`src/verilog/rv32i_pkg.sv`:
```
`default_nettype none

package rv32i_pkg;

    typedef logic [31:0] rv32i_word;   // data, address and instruction
    typedef logic [4:0]  rv32i_reg;
    typedef logic [6:0]  rv32i_opcode;

    localparam rv32i_opcode op_reg   = 7'b0110011;
    localparam rv32i_opcode op_imm   = 7'b0010011;
    localparam rv32i_opcode op_lui   = 7'b0110111;
    localparam rv32i_opcode op_load  = 7'b0000011;
    localparam rv32i_opcode op_store = 7'b0100011;

    // funct3 values of the ALU group
    localparam logic [2:0] f3_add  = 3'b000;   // add, sub
    localparam logic [2:0] f3_sll  = 3'b001;
    localparam logic [2:0] f3_slt  = 3'b010;
    localparam logic [2:0] f3_sltu = 3'b011;
    localparam logic [2:0] f3_xor  = 3'b100;
    localparam logic [2:0] f3_sr   = 3'b101;   // srl, sra
    localparam logic [2:0] f3_or   = 3'b110;
    localparam logic [2:0] f3_and  = 3'b111;
    localparam logic [6:0] f7_alt  = 7'b0100000; // sub and sra

    localparam int ALU_OP_BITS = 4;
    typedef logic [ALU_OP_BITS-1:0] alu_ops;

    localparam alu_ops alu_add    = 4'd0;
    localparam alu_ops alu_sub    = 4'd1;
    localparam alu_ops alu_and    = 4'd2;
    localparam alu_ops alu_or     = 4'd3;
    localparam alu_ops alu_xor    = 4'd4;
    localparam alu_ops alu_sll    = 4'd5;
    localparam alu_ops alu_srl    = 4'd6;
    localparam alu_ops alu_sra    = 4'd7;
    localparam alu_ops alu_slt    = 4'd8;
    localparam alu_ops alu_sltu   = 4'd9;
    localparam alu_ops alu_pass_b = 4'd10;  // lui

    localparam int CONTROL_WORD_SIZE = 9;
    typedef logic [CONTROL_WORD_SIZE-1:0] control_word;   // all zero is a bubble

    // bit positions inside control_word
    localparam int cw_regwrite   = 0;
    localparam int cw_memread    = 1;
    localparam int cw_memwrite   = 2;
    localparam int cw_alusrc_imm = 3;
    localparam int cw_wb_mem     = 4;
    localparam int cw_aluop_lsb  = 5;   // aluop in [8:5]

endpackage

`default_nettype wire

```
`src/verilog/fetch_stage.sv`:
```
`timescale 1ns/1ps
`default_nettype none

module fetch_stage (
    input  wire logic                 clk,
    input  wire logic                 i_rst,
    input  wire logic                 i_stall,
    input  wire rv32i_pkg::rv32i_word i_imem_rdata,
    output rv32i_pkg::rv32i_word      o_imem_address,
    output logic                      o_imem_read,
    output rv32i_pkg::rv32i_word      o_instr_id,
    output logic                      o_valid_id
);

    rv32i_pkg::rv32i_word pc;

    assign o_imem_address = pc;
    assign o_imem_read    = !i_stall;   // no fetch while decode holds

    always_ff @(posedge clk) begin
        if (i_rst) begin
            pc <= '0;
        end else if (!i_stall) begin
            pc <= pc + 32'd4;
        end
    end

    // IF/ID, valid cleared on reset so decode sends bubbles
    always_ff @(posedge clk) begin
        if (i_rst) begin
            o_valid_id <= 1'b0;
        end else if (!i_stall) begin
            o_valid_id <= 1'b1;
        end
    end

    always_ff @(posedge clk) begin
        if (!i_stall) begin
            o_instr_id <= i_imem_rdata;
        end
    end

endmodule

`default_nettype wire

```
`src/verilog/control_rom.sv`:
```
`timescale 1ns/1ps
`default_nettype none

module control_rom (
    input  wire rv32i_pkg::rv32i_opcode i_opcode,
    input  wire logic [2:0]             i_funct3,
    input  wire logic [6:0]             i_funct7,
    output rv32i_pkg::control_word      o_cw
);

    rv32i_pkg::alu_ops alu_f;
    logic              alt;

    assign alt = (i_funct7 == rv32i_pkg::f7_alt);

    // alu operation from funct3, shared by reg and imm forms
    always_comb begin
        case (i_funct3)
            rv32i_pkg::f3_add: begin
                // addi has no sub form
                if (alt && i_opcode == rv32i_pkg::op_reg) begin
                    alu_f = rv32i_pkg::alu_sub;
                end else begin
                    alu_f = rv32i_pkg::alu_add;
                end
            end
            rv32i_pkg::f3_sll:  alu_f = rv32i_pkg::alu_sll;
            rv32i_pkg::f3_slt:  alu_f = rv32i_pkg::alu_slt;
            rv32i_pkg::f3_sltu: alu_f = rv32i_pkg::alu_sltu;
            rv32i_pkg::f3_xor:  alu_f = rv32i_pkg::alu_xor;
            rv32i_pkg::f3_sr:   alu_f = alt ? rv32i_pkg::alu_sra : rv32i_pkg::alu_srl;
            rv32i_pkg::f3_or:   alu_f = rv32i_pkg::alu_or;
            rv32i_pkg::f3_and:  alu_f = rv32i_pkg::alu_and;
            default:            alu_f = rv32i_pkg::alu_add;
        endcase
    end

    always_comb begin
        o_cw = '0;   // unknown opcode stays a no-op
        case (i_opcode)
            rv32i_pkg::op_reg: begin
                o_cw[rv32i_pkg::cw_regwrite] = 1'b1;
                o_cw[rv32i_pkg::cw_aluop_lsb +: rv32i_pkg::ALU_OP_BITS] = alu_f;
            end
            rv32i_pkg::op_imm: begin
                o_cw[rv32i_pkg::cw_regwrite]   = 1'b1;
                o_cw[rv32i_pkg::cw_alusrc_imm] = 1'b1;
                o_cw[rv32i_pkg::cw_aluop_lsb +: rv32i_pkg::ALU_OP_BITS] = alu_f;
            end
            rv32i_pkg::op_lui: begin
                o_cw[rv32i_pkg::cw_regwrite]   = 1'b1;
                o_cw[rv32i_pkg::cw_alusrc_imm] = 1'b1;
                o_cw[rv32i_pkg::cw_aluop_lsb +: rv32i_pkg::ALU_OP_BITS] =
                    rv32i_pkg::alu_pass_b;
            end
            rv32i_pkg::op_load: begin
                o_cw[rv32i_pkg::cw_regwrite]   = 1'b1;
                o_cw[rv32i_pkg::cw_memread]    = 1'b1;
                o_cw[rv32i_pkg::cw_alusrc_imm] = 1'b1;
                o_cw[rv32i_pkg::cw_wb_mem]     = 1'b1;
                o_cw[rv32i_pkg::cw_aluop_lsb +: rv32i_pkg::ALU_OP_BITS] = rv32i_pkg::alu_add;
            end
            rv32i_pkg::op_store: begin
                o_cw[rv32i_pkg::cw_memwrite]   = 1'b1;
                o_cw[rv32i_pkg::cw_alusrc_imm] = 1'b1; // address = rs1 + s_imm
                o_cw[rv32i_pkg::cw_aluop_lsb +: rv32i_pkg::ALU_OP_BITS] = rv32i_pkg::alu_add;
            end
            default: o_cw = '0;
        endcase
    end

endmodule

`default_nettype wire

```
`src/verilog/regfile.sv`:
```
`timescale 1ns/1ps
`default_nettype none

module regfile (
    input  wire logic                 clk,
    input  wire logic                 i_rst,
    input  wire logic                 i_we,
    input  wire rv32i_pkg::rv32i_reg  i_waddr,
    input  wire rv32i_pkg::rv32i_word i_wdata,
    input  wire rv32i_pkg::rv32i_reg  i_raddr_a,
    input  wire rv32i_pkg::rv32i_reg  i_raddr_b,
    output rv32i_pkg::rv32i_word      o_rdata_a,
    output rv32i_pkg::rv32i_word      o_rdata_b
);

    rv32i_pkg::rv32i_word regs [32];
    logic                 wr_live;

    assign wr_live = i_we && (i_waddr != '0);   // x0 never written

    always_ff @(posedge clk) begin
        if (i_rst) begin
            for (int i = 0; i < 32; i++) begin
                regs[i] <= '0;
            end
        end else if (wr_live) begin
            regs[i_waddr] <= i_wdata;
        end
    end

    // write-through covers writeback and decode in the same cycle
    assign o_rdata_a = (wr_live && i_waddr == i_raddr_a) ? i_wdata : regs[i_raddr_a];
    assign o_rdata_b = (wr_live && i_waddr == i_raddr_b) ? i_wdata : regs[i_raddr_b];

endmodule

`default_nettype wire

```
`src/verilog/decode_stage.sv`:
```
`timescale 1ns/1ps
`default_nettype none

module decode_stage (
    input  wire logic                 clk,
    input  wire logic                 i_rst,
    input  wire rv32i_pkg::rv32i_word i_instr,
    input  wire logic                 i_valid,
    input  wire logic                 i_wb_en,
    input  wire rv32i_pkg::rv32i_reg  i_wb_rd,
    input  wire rv32i_pkg::rv32i_word i_wb_data,
    output logic                      o_stall,
    output rv32i_pkg::control_word    o_cw_ex,
    output rv32i_pkg::rv32i_word      o_rs1_data_ex,
    output rv32i_pkg::rv32i_word      o_rs2_data_ex,
    output rv32i_pkg::rv32i_word      o_imm_ex,
    output rv32i_pkg::rv32i_reg       o_rs1_ex,
    output rv32i_pkg::rv32i_reg       o_rs2_ex,
    output rv32i_pkg::rv32i_reg       o_rd_ex
);

    rv32i_pkg::rv32i_opcode opcode;
    rv32i_pkg::rv32i_reg    rs1, rs2, rd;
    rv32i_pkg::rv32i_word   imm, rs1_data, rs2_data;
    rv32i_pkg::control_word cw;
    logic                   uses_rs1, uses_rs2;

    assign opcode = i_instr[6:0];
    assign rd     = i_instr[11:7];
    assign rs1    = i_instr[19:15];
    assign rs2    = i_instr[24:20];

    always_comb begin
        case (opcode)
            rv32i_pkg::op_store: imm = {{20{i_instr[31]}}, i_instr[31:25], i_instr[11:7]};
            rv32i_pkg::op_lui:   imm = {i_instr[31:12], 12'b0};
            default:             imm = {{20{i_instr[31]}}, i_instr[31:20]};
        endcase
    end

    control_rom control_rom_inst (
        .i_opcode (opcode),
        .i_funct3 (i_instr[14:12]),
        .i_funct7 (i_instr[31:25]),
        .o_cw     (cw)
    );

    regfile regfile_inst (
        .clk       (clk),
        .i_rst     (i_rst),
        .i_we      (i_wb_en),
        .i_waddr   (i_wb_rd),
        .i_wdata   (i_wb_data),
        .i_raddr_a (rs1),
        .i_raddr_b (rs2),
        .o_rdata_a (rs1_data),
        .o_rdata_b (rs2_data)
    );

    // rs2 field is immediate bits for I-type, so only reg and store count
    assign uses_rs1 = (opcode != rv32i_pkg::op_lui);
    assign uses_rs2 = (opcode == rv32i_pkg::op_reg) || (opcode == rv32i_pkg::op_store);

    // load in ID/EX feeding this instruction
    assign o_stall = i_valid && o_cw_ex[rv32i_pkg::cw_memread] && (o_rd_ex != '0) &&
                     ((uses_rs1 && o_rd_ex == rs1) || (uses_rs2 && o_rd_ex == rs2));

    always_ff @(posedge clk) begin
        if (i_rst) begin
            o_cw_ex <= '0;
        end else if (o_stall || !i_valid) begin
            o_cw_ex <= '0;   // bubble
        end else begin
            o_cw_ex <= cw;
        end
    end

    always_ff @(posedge clk) begin
        o_rs1_data_ex <= rs1_data;
        o_rs2_data_ex <= rs2_data;
        o_imm_ex      <= imm;
        o_rs1_ex      <= rs1;
        o_rs2_ex      <= rs2;
        o_rd_ex       <= rd;
    end

endmodule

`default_nettype wire

```
`src/verilog/execute_stage.sv`:
```
`timescale 1ns/1ps
`default_nettype none

module execute_stage (
    input  wire logic                   clk,
    input  wire logic                   i_rst,
    input  wire rv32i_pkg::control_word i_cw,
    input  wire rv32i_pkg::rv32i_word   i_rs1_data,
    input  wire rv32i_pkg::rv32i_word   i_rs2_data,
    input  wire rv32i_pkg::rv32i_word   i_imm,
    input  wire rv32i_pkg::rv32i_reg    i_rs1,
    input  wire rv32i_pkg::rv32i_reg    i_rs2,
    input  wire rv32i_pkg::rv32i_reg    i_rd,
    input  wire logic                   i_mem_regwrite,
    input  wire rv32i_pkg::rv32i_reg    i_mem_rd,
    input  wire rv32i_pkg::rv32i_word   i_mem_alu,
    input  wire logic                   i_wb_en,
    input  wire rv32i_pkg::rv32i_reg    i_wb_rd,
    input  wire rv32i_pkg::rv32i_word   i_wb_data,
    output rv32i_pkg::control_word      o_cw_mem,
    output rv32i_pkg::rv32i_word        o_alu_mem,
    output rv32i_pkg::rv32i_word        o_store_mem,
    output rv32i_pkg::rv32i_reg         o_rd_mem
);

    rv32i_pkg::rv32i_word src_a, src_b, op_b, alu_out;
    rv32i_pkg::alu_ops    aluop;
    logic [4:0]           shamt;

    // forwarding, memory stage beats writeback, x0 never forwards
    always_comb begin
        if (i_mem_regwrite && i_mem_rd != '0 && i_mem_rd == i_rs1) begin
            src_a = i_mem_alu;
        end else if (i_wb_en && i_wb_rd != '0 && i_wb_rd == i_rs1) begin
            src_a = i_wb_data;
        end else begin
            src_a = i_rs1_data;
        end

        if (i_mem_regwrite && i_mem_rd != '0 && i_mem_rd == i_rs2) begin
            src_b = i_mem_alu;
        end else if (i_wb_en && i_wb_rd != '0 && i_wb_rd == i_rs2) begin
            src_b = i_wb_data;
        end else begin
            src_b = i_rs2_data;
        end
    end

    assign op_b  = i_cw[rv32i_pkg::cw_alusrc_imm] ? i_imm : src_b;
    assign aluop = i_cw[rv32i_pkg::cw_aluop_lsb +: rv32i_pkg::ALU_OP_BITS];
    assign shamt = op_b[4:0];

    always_comb begin
        case (aluop)
            rv32i_pkg::alu_add:    alu_out = src_a + op_b;
            rv32i_pkg::alu_sub:    alu_out = src_a - op_b;
            rv32i_pkg::alu_and:    alu_out = src_a & op_b;
            rv32i_pkg::alu_or:     alu_out = src_a | op_b;
            rv32i_pkg::alu_xor:    alu_out = src_a ^ op_b;
            rv32i_pkg::alu_sll:    alu_out = src_a << shamt;
            rv32i_pkg::alu_srl:    alu_out = src_a >> shamt;
            rv32i_pkg::alu_sra:    alu_out = $unsigned($signed(src_a) >>> shamt);
            rv32i_pkg::alu_slt:    alu_out = {31'b0, $signed(src_a) < $signed(op_b)};
            rv32i_pkg::alu_sltu:   alu_out = {31'b0, src_a < op_b};
            rv32i_pkg::alu_pass_b: alu_out = op_b;
            default:               alu_out = '0;
        endcase
    end

    // EX/MEM
    always_ff @(posedge clk) begin
        if (i_rst) begin
            o_cw_mem <= '0;
        end else begin
            o_cw_mem <= i_cw;
        end
    end

    always_ff @(posedge clk) begin
        o_alu_mem   <= alu_out;
        o_store_mem <= src_b;     // forwarded rs2, not the immediate
        o_rd_mem    <= i_rd;
    end

endmodule

`default_nettype wire

```
`src/verilog/mem_wb_stage.sv`:
```
`timescale 1ns/1ps
`default_nettype none

module mem_wb_stage (
    input  wire logic                   clk,
    input  wire logic                   i_rst,
    input  wire rv32i_pkg::control_word i_cw,
    input  wire rv32i_pkg::rv32i_word   i_alu,
    input  wire rv32i_pkg::rv32i_word   i_store,
    input  wire rv32i_pkg::rv32i_reg    i_rd,
    input  wire rv32i_pkg::rv32i_word   i_dmem_rdata,
    output rv32i_pkg::rv32i_word        o_dmem_address,
    output rv32i_pkg::rv32i_word        o_dmem_wdata,
    output logic                        o_dmem_read,
    output logic                        o_dmem_write,
    output logic [3:0]                  o_byte_en,
    output logic                        o_mem_regwrite,
    output rv32i_pkg::rv32i_reg         o_mem_rd,
    output rv32i_pkg::rv32i_word        o_mem_alu,
    output logic                        o_wb_en,
    output rv32i_pkg::rv32i_reg         o_wb_rd,
    output rv32i_pkg::rv32i_word        o_wb_data
);

    // data port, one strobe cycle per access
    assign o_dmem_address = i_alu;
    assign o_dmem_wdata   = i_store;
    assign o_dmem_read    = i_cw[rv32i_pkg::cw_memread];
    assign o_dmem_write   = i_cw[rv32i_pkg::cw_memwrite];
    assign o_byte_en      = {4{o_dmem_read | o_dmem_write}};   // word accesses only

    // back to execute for forwarding
    assign o_mem_regwrite = i_cw[rv32i_pkg::cw_regwrite];
    assign o_mem_rd       = i_rd;
    assign o_mem_alu      = i_alu;

    // MEM/WB
    always_ff @(posedge clk) begin
        if (i_rst) begin
            o_wb_en <= 1'b0;
        end else begin
            o_wb_en <= i_cw[rv32i_pkg::cw_regwrite];
        end
    end

    always_ff @(posedge clk) begin
        o_wb_rd   <= i_rd;
        o_wb_data <= i_cw[rv32i_pkg::cw_wb_mem] ? i_dmem_rdata : i_alu;
    end

endmodule

`default_nettype wire

```
`src/verilog/datapath.sv`:
```
`timescale 1ns/1ps
`default_nettype none

module datapath (
    input  wire logic                 clk,
    input  wire logic                 i_rst,
    input  wire rv32i_pkg::rv32i_word i_i_mem_rdata,
    output rv32i_pkg::rv32i_word      o_i_mem_address,
    output logic                      o_i_mem_read,
    input  wire rv32i_pkg::rv32i_word i_d_mem_rdata,
    output rv32i_pkg::rv32i_word      o_d_mem_address,
    output rv32i_pkg::rv32i_word      o_d_mem_wdata,
    output logic                      o_d_mem_read,
    output logic                      o_d_mem_write,
    output logic [3:0]                o_mem_byte_en
);

    // IF/ID
    rv32i_pkg::rv32i_word   instr_id;
    logic                   valid_id, stall;
    // ID/EX
    rv32i_pkg::control_word cw_ex;
    rv32i_pkg::rv32i_word   rs1_data_ex, rs2_data_ex, imm_ex;
    rv32i_pkg::rv32i_reg    rs1_ex, rs2_ex, rd_ex;
    // EX/MEM
    rv32i_pkg::control_word cw_mem;
    rv32i_pkg::rv32i_word   alu_mem, store_mem;
    rv32i_pkg::rv32i_reg    rd_mem;
    // forwarding and writeback
    logic                   mem_regwrite, wb_en;
    rv32i_pkg::rv32i_reg    mem_rd, wb_rd;
    rv32i_pkg::rv32i_word   mem_alu, wb_data;

    fetch_stage fetch_stage_inst (
        .clk            (clk),
        .i_rst          (i_rst),
        .i_stall        (stall),
        .i_imem_rdata   (i_i_mem_rdata),
        .o_imem_address (o_i_mem_address),
        .o_imem_read    (o_i_mem_read),
        .o_instr_id     (instr_id),
        .o_valid_id     (valid_id)
    );

    decode_stage decode_stage_inst (
        .clk           (clk),
        .i_rst         (i_rst),
        .i_instr       (instr_id),
        .i_valid       (valid_id),
        .i_wb_en       (wb_en),
        .i_wb_rd       (wb_rd),
        .i_wb_data     (wb_data),
        .o_stall       (stall),
        .o_cw_ex       (cw_ex),
        .o_rs1_data_ex (rs1_data_ex),
        .o_rs2_data_ex (rs2_data_ex),
        .o_imm_ex      (imm_ex),
        .o_rs1_ex      (rs1_ex),
        .o_rs2_ex      (rs2_ex),
        .o_rd_ex       (rd_ex)
    );

    execute_stage execute_stage_inst (
        .clk            (clk),
        .i_rst          (i_rst),
        .i_cw           (cw_ex),
        .i_rs1_data     (rs1_data_ex),
        .i_rs2_data     (rs2_data_ex),
        .i_imm          (imm_ex),
        .i_rs1          (rs1_ex),
        .i_rs2          (rs2_ex),
        .i_rd           (rd_ex),
        .i_mem_regwrite (mem_regwrite),
        .i_mem_rd       (mem_rd),
        .i_mem_alu      (mem_alu),
        .i_wb_en        (wb_en),
        .i_wb_rd        (wb_rd),
        .i_wb_data      (wb_data),
        .o_cw_mem       (cw_mem),
        .o_alu_mem      (alu_mem),
        .o_store_mem    (store_mem),
        .o_rd_mem       (rd_mem)
    );

    mem_wb_stage mem_wb_stage_inst (
        .clk            (clk),
        .i_rst          (i_rst),
        .i_cw           (cw_mem),
        .i_alu          (alu_mem),
        .i_store        (store_mem),
        .i_rd           (rd_mem),
        .i_dmem_rdata   (i_d_mem_rdata),
        .o_dmem_address (o_d_mem_address),
        .o_dmem_wdata   (o_d_mem_wdata),
        .o_dmem_read    (o_d_mem_read),
        .o_dmem_write   (o_d_mem_write),
        .o_byte_en      (o_mem_byte_en),
        .o_mem_regwrite (mem_regwrite),
        .o_mem_rd       (mem_rd),
        .o_mem_alu      (mem_alu),
        .o_wb_en        (wb_en),
        .o_wb_rd        (wb_rd),
        .o_wb_data      (wb_data)
    );

endmodule

`default_nettype wire

```
`config.mk`:
```
export PLATFORM = sky130hd
export DESIGN_NAME = datapath
export DESIGN_NICKNAME = d
export VERILOG_FILES = /design/src/verilog/rv32i_pkg.sv /design/src/verilog/fetch_stage.sv /design/src/verilog/control_rom.sv /design/src/verilog/regfile.sv /design/src/verilog/decode_stage.sv /design/src/verilog/execute_stage.sv /design/src/verilog/mem_wb_stage.sv /design/src/verilog/datapath.sv
export SDC_FILE = /design/constraint.sdc
export NUM_CORES = 2
export LEC_CHECK = 0
export BUFFER_PORTS_ARGS = -buffer_cell sky130_fd_sc_hd__buf_2
export CAP_MARGIN = 20
export CORE_MARGIN = 2
export CORE_UTILIZATION = 55
export CTS_CLUSTER_SIZE = 25
export DETAILED_ROUTE_END_ITERATION = 8
export HOLD_SLACK_MARGIN = 0.03
export PLACE_DENSITY_LB_ADDON = 0.08
export SLEW_MARGIN = 20
export SYNTH_ARGS = -nofsm -noshare
export SYNTH_HDL_FRONTEND = slang
export SYNTH_SLANG_ARGS = --single-unit
export TNS_END_PERCENT = 30
```
`constraint.sdc`:
```
create_clock -name clk -period 10.8 [get_ports clk]
set_input_delay 1.62 -clock clk [delete_from_list [all_inputs] [get_ports clk]]
set_output_delay 1.62 -clock clk [all_outputs]
set_load 0.01 [all_outputs]
```
==> Implementation_results.wiki <==
{| class="wikitable"
! Metric !! Value
|-
| Slew at the pin closest to its max-slew limit || about 1.2 ns
|-
| Outcome || completed
|-
| Metal-1 WL || around 100,000 um
|-
| Kind of cell adding the most delay to the critical path || compound AO/OA/AOI/OAI gates
|-
| Cell variety after synth || 109
|-
| Routed length on met2 || around 120,000 um
|-
| Maximum single-stage delay on the critical path || roughly 1 ns
|-
| Final total negative setup slack || 0 ns
|-
| Unrepaired setup endpoints after global routing || false
|-
| R2R depth || 18
|-
| Class of the tightest hold or removal check || flip-flop to flip-flop
|-
| Clock-pin slew on the worst setup and hold paths || around 0.060 ns
|-
| Die area || approximately 140,000 um2
|-
| Synth-to-Final Area Change || 11.0%
|-
| Proportion of synthesized flip-flops having asynchronous set or reset || 0
|-
| Max stage delay cell, worst path || sky130_fd_sc_hd__or4b_1
|-
| Destination of the worst hold path || decode_stage_inst.o_imm_ex[31]$_DFF_P_
|-
| Count of max-cap constraint violations || 0
|-
| Number of remaining DRC errors || 0
|-
| CTS HTree Levels || 4
|-
| CORE AREA || about 130,000 um2
|-
| Initial Util || 0.552
|-
| Hold wc startpoint || fetch_stage_inst.o_instr_id[31]$_DFFE_PN_
|-
| Count of routing violations after the opening detailed-route iteration || between 8k and 9k
|-
| Synth warnings || 0
|-
| DR WL met3 || 32,800 um
|-
| Number of setup buffers added after CTS || 0
|-
| Source of the critical timing path || mem_wb_stage_inst.o_wb_rd[1]$_DFF_P_
|-
| DR vias/cell || just under 7
|-
| Startpoint-to-endpoint class of the critical path || flip-flop to flip-flop
|-
| Cell total after placement || approximately 7.2k
|-
| Crit path buf inv count || 1
|-
| Ratio of total power to cell area || between 150 and 200 nW/um2
|-
| Combined global-route utilization of all metal layers || 0.403
|-
| Non-Filler Instances || around 7.5k
|-
| I/O Pins || approximately 170
|-
| Avg Cell Area, Syn || 13.2 um2
|-
| Horizontal die dimension || 370 um
|-
| Worst path setup slack after routing || around 4.2 ns
|-
| Gate Count Post-Synth || 5,573
|-
| Number of flops mapped to enable cells by yosys || roughly 1.1k
|-
| Primary FF master, synth || sky130_fd_sc_hd__edfxtp_1
|-
| Share of synthesized area occupied by flip-flops and latches || 0.505
|-
| Synth Register Bits || between 1k and 1.5k
|-
| Reg-to-reg critical path endpoint || execute_stage_inst.o_alu_mem[27]$_DFF_P_
|-
| Tightest slew margin relative to the limit || 0.192
|-
| Hold Fails Final Rpt || 0
|-
| Count of buffers from port buffering || ~170
|-
| Clock Sink Count || between 1k and 1.5k
|-
| Via count of the first global-routing pass || 50.6k
|-
| Static leakage || 0.0296 uW
|-
| Routed vias || slightly above 50k
|-
| Hold-critical path depth || 0
|-
| Area of the mapped netlist || between 70,000 and 80,000 um2
|-
| First-pass iteration count of the detailed router || 8
|-
| CTS tree || built
|-
| Worst Setup Start Kind || flip-flop
|-
| Total congestion overflow after global routing || 0
|-
| Total non-filler cell area in the finished layout || just over 80,000 um2
|-
| # resized after CTS || 0
|-
| Fin Clk Skew || between 0.05 and 0.06 ns
|-
| Post-Place Setup Slack || between 4 and 5 ns
|-
| Maximum number of pins on one net before global-route repair || about 120
|-
| Worst slack on hold paths || roughly 0.38 ns
|-
| First-pass GRT wire length || roughly 380,000 um
|-
| Data arrival time at the worst-slack endpoint || between 7 and 8 ns
|-
| Cell-by-cell listing of the critical path || xor2_1, or4b_1, nor2_4, mux2i_1, a21oi_1, buf_4, ha_1, nand2b_1, a221oi_1, o2111ai_1, a211oi_1, o21ai_0, o311ai_0, a31o_2, o21ai_0, xnor2_1, a221oi_1, nand2_1
|-
| Peak fanout along the critical path || 26
|-
| CTS Hold Bufs || 0
|-
| Drt total wl || 274,000 um
|-
| Max layer used || met5
|-
| Time the final worst path needs with I/O delays and setup || between 6 and 7 ns
|-
| CTS Root Cell || sky130_fd_sc_hd__clkbuf_16
|-
| Maximum clock frequency || roughly 150 MHz
|-
| Number of buffers created by CTS || between 100 and 150
|-
| Count of final setup violators || 0
|-
| Final worst path period share || 0.613
|-
| Initial antenna violation count || 22
|-
| Row count || 134
|-
| Placed Area || 76,800 um2
|-
| Worst reg2reg setup slack || 4.18 ns
|-
| # nets final || ~5.7k
|-
| Max Transition Viols Final || 0
|-
| Placer congestion estimate || 1.03
|-
| Die Height || about 370 um
|-
| Worst R2R Start || mem_wb_stage_inst.o_wb_rd[1]$_DFF_P_
|-
| Number of nets with antenna violations after detailed routing || 0
|-
| Kind of end point of the critical path || flip-flop
|-
| Wire length per cell after detailed routing || about 37 um
|-
| Worst path required time || around 11 ns
|-
| Estimated wirelength of the detail-placed design || around 170,000 um
|-
| Clock latency at the later pin of the worst-skew pair || between 0.8 and 0.9 ns
|-
| Buffer depth of the longest clock path || 3
|-
| Peak ir drop on the vdd network || 0.155 mV
|-
| Layout cell share with drive strength beyond 1 || 0.249
|}
-- cell type report --
class / count / area [um2]
timing repair buffer: 341 / 2300
sequential: 1326 / 37200
clock buffer: 191 / 4070
multi-input combinational: 3655 / 34700
clock inverter: 77 / 767
tap: 1768 / 2210
inverter: 102 / 388
antenna: 3 / 7.51
fill: 10300 / 51500
-- synth_stat cells (all sizes together), types with 21 or more instances --
master	number	area [um2]
edfxtp	1056	31700
and2	1011	6320
mux4	645	14500
clkbuf	399	1500
o21ai	304	1540
dfxtp	270	5410
nand2	238	893
nor2	194	764
mux2i	155	1550
a21oi	144	743
buf	124	612
nand3	123	641
ha	105	1310
inv	102	388
nor3	78	395
mux2	59	664
xnor2	52	455
a31oi	42	269
xor2	39	342
o211ai	35	268
a21o	34	255
a211oi	25	188
o22ai	25	156
o221ai	24	210
a221oi	21	190
or3	21	136
-- sequential cells by signal, summed over array words and instances, names as in the netlist, 5 cells and up, named ones only --
register,flops
execute_stage_inst.o_alu_mem,32
decode_stage_inst.o_rs2_ex,5
decode_stage_inst.o_rs1_ex,5
decode_stage_inst.o_rs2_data_ex,32
decode_stage_inst.o_rs1_data_ex,32
mem_wb_stage_inst.o_wb_rd,5
decode_stage_inst.o_cw_ex,8
decode_stage_inst.o_imm_ex,32
fetch_stage_inst.o_instr_id,32
decode_stage_inst.o_rd_ex,5
execute_stage_inst.o_store_mem,32
fetch_stage_inst.o_imem_address,30
execute_stage_inst.o_rd_mem,5
mem_wb_stage_inst.o_wb_data,32
decode_stage_inst.regfile_inst.regs,1024
-- layout by cell type (no fill, tap or decap), types with 39 or more instances in the layout --
master                      count
sky130_fd_sc_hd__mux2_2        58
sky130_fd_sc_hd__a31oi_1       41
sky130_fd_sc_hd__mux2i_1      153
sky130_fd_sc_hd__buf_2        165
sky130_fd_sc_hd__xor2_1        39
sky130_fd_sc_hd__nor3_1        75
sky130_fd_sc_hd__o21ai_1       54
sky130_fd_sc_hd__nand2_1      238
sky130_fd_sc_hd__o21ai_0      214
sky130_fd_sc_hd__edfxtp_1    1056
sky130_fd_sc_hd__buf_4        166
sky130_fd_sc_hd__nand3_1      117
sky130_fd_sc_hd__mux4_2       645
sky130_fd_sc_hd__nor2_1       156
sky130_fd_sc_hd__clkbuf_16    153
sky130_fd_sc_hd__and2_1      1009
sky130_fd_sc_hd__ha_1         105
sky130_fd_sc_hd__dfxtp_1      241
sky130_fd_sc_hd__inv_1         95
sky130_fd_sc_hd__xnor2_1       52
sky130_fd_sc_hd__a21oi_1      140
-- power breakdown --
group	switching [uW]	internal [uW]
combinational	2010	1020
clock	2160	2910
sequential	786	5840
total	4950	9780
-- logic make-up after synthesis --
kind of cell,synth area share
flops,0.505
mux,0.228
buf+inv,0.0340
simple gates,0.133
fa+ha+maj,0.0184
compound gates,0.0708
xor+xnor,0.0108
other cells,0.0000510
-- stage by stage --
step / util / total power (uW)
global placement: 0.576 / 9610
finish: 0.613 / 14700
floorplan: - / 8020
global route: 0.613 / 15100
detailed placement: 0.577 / 9610
CTS: 0.613 / 14600
-- routing by layer --
metal,track usage,up-vias
met5,0,-
met4,0.214,6
met3,0.0986,788
met2,0.611,3531
met1,0.540,26200
li1,-,21100
-- how the worst max path moves through the flow --
stage | end | slack, ns | cells after the start
2_1_floorplan | execute_stage_inst.o_alu_mem[21]$_DFF_P_ | 5.50 | 21
3_3_place_gp | execute_stage_inst.o_alu_mem[27]$_DFF_P_ | 4.23 | 17
3_5_place_dp | execute_stage_inst.o_alu_mem[27]$_DFF_P_ | 4.26 | 17
4_1_cts | execute_stage_inst.o_alu_mem[27]$_DFF_P_ | 4.20 | 17
5_1_grt | execute_stage_inst.o_alu_mem[27]$_DFF_P_ | 3.81 | 18
6_report | execute_stage_inst.o_alu_mem[27]$_DFF_P_ | 4.18 | 18
(Power assumes the default switching activity.)
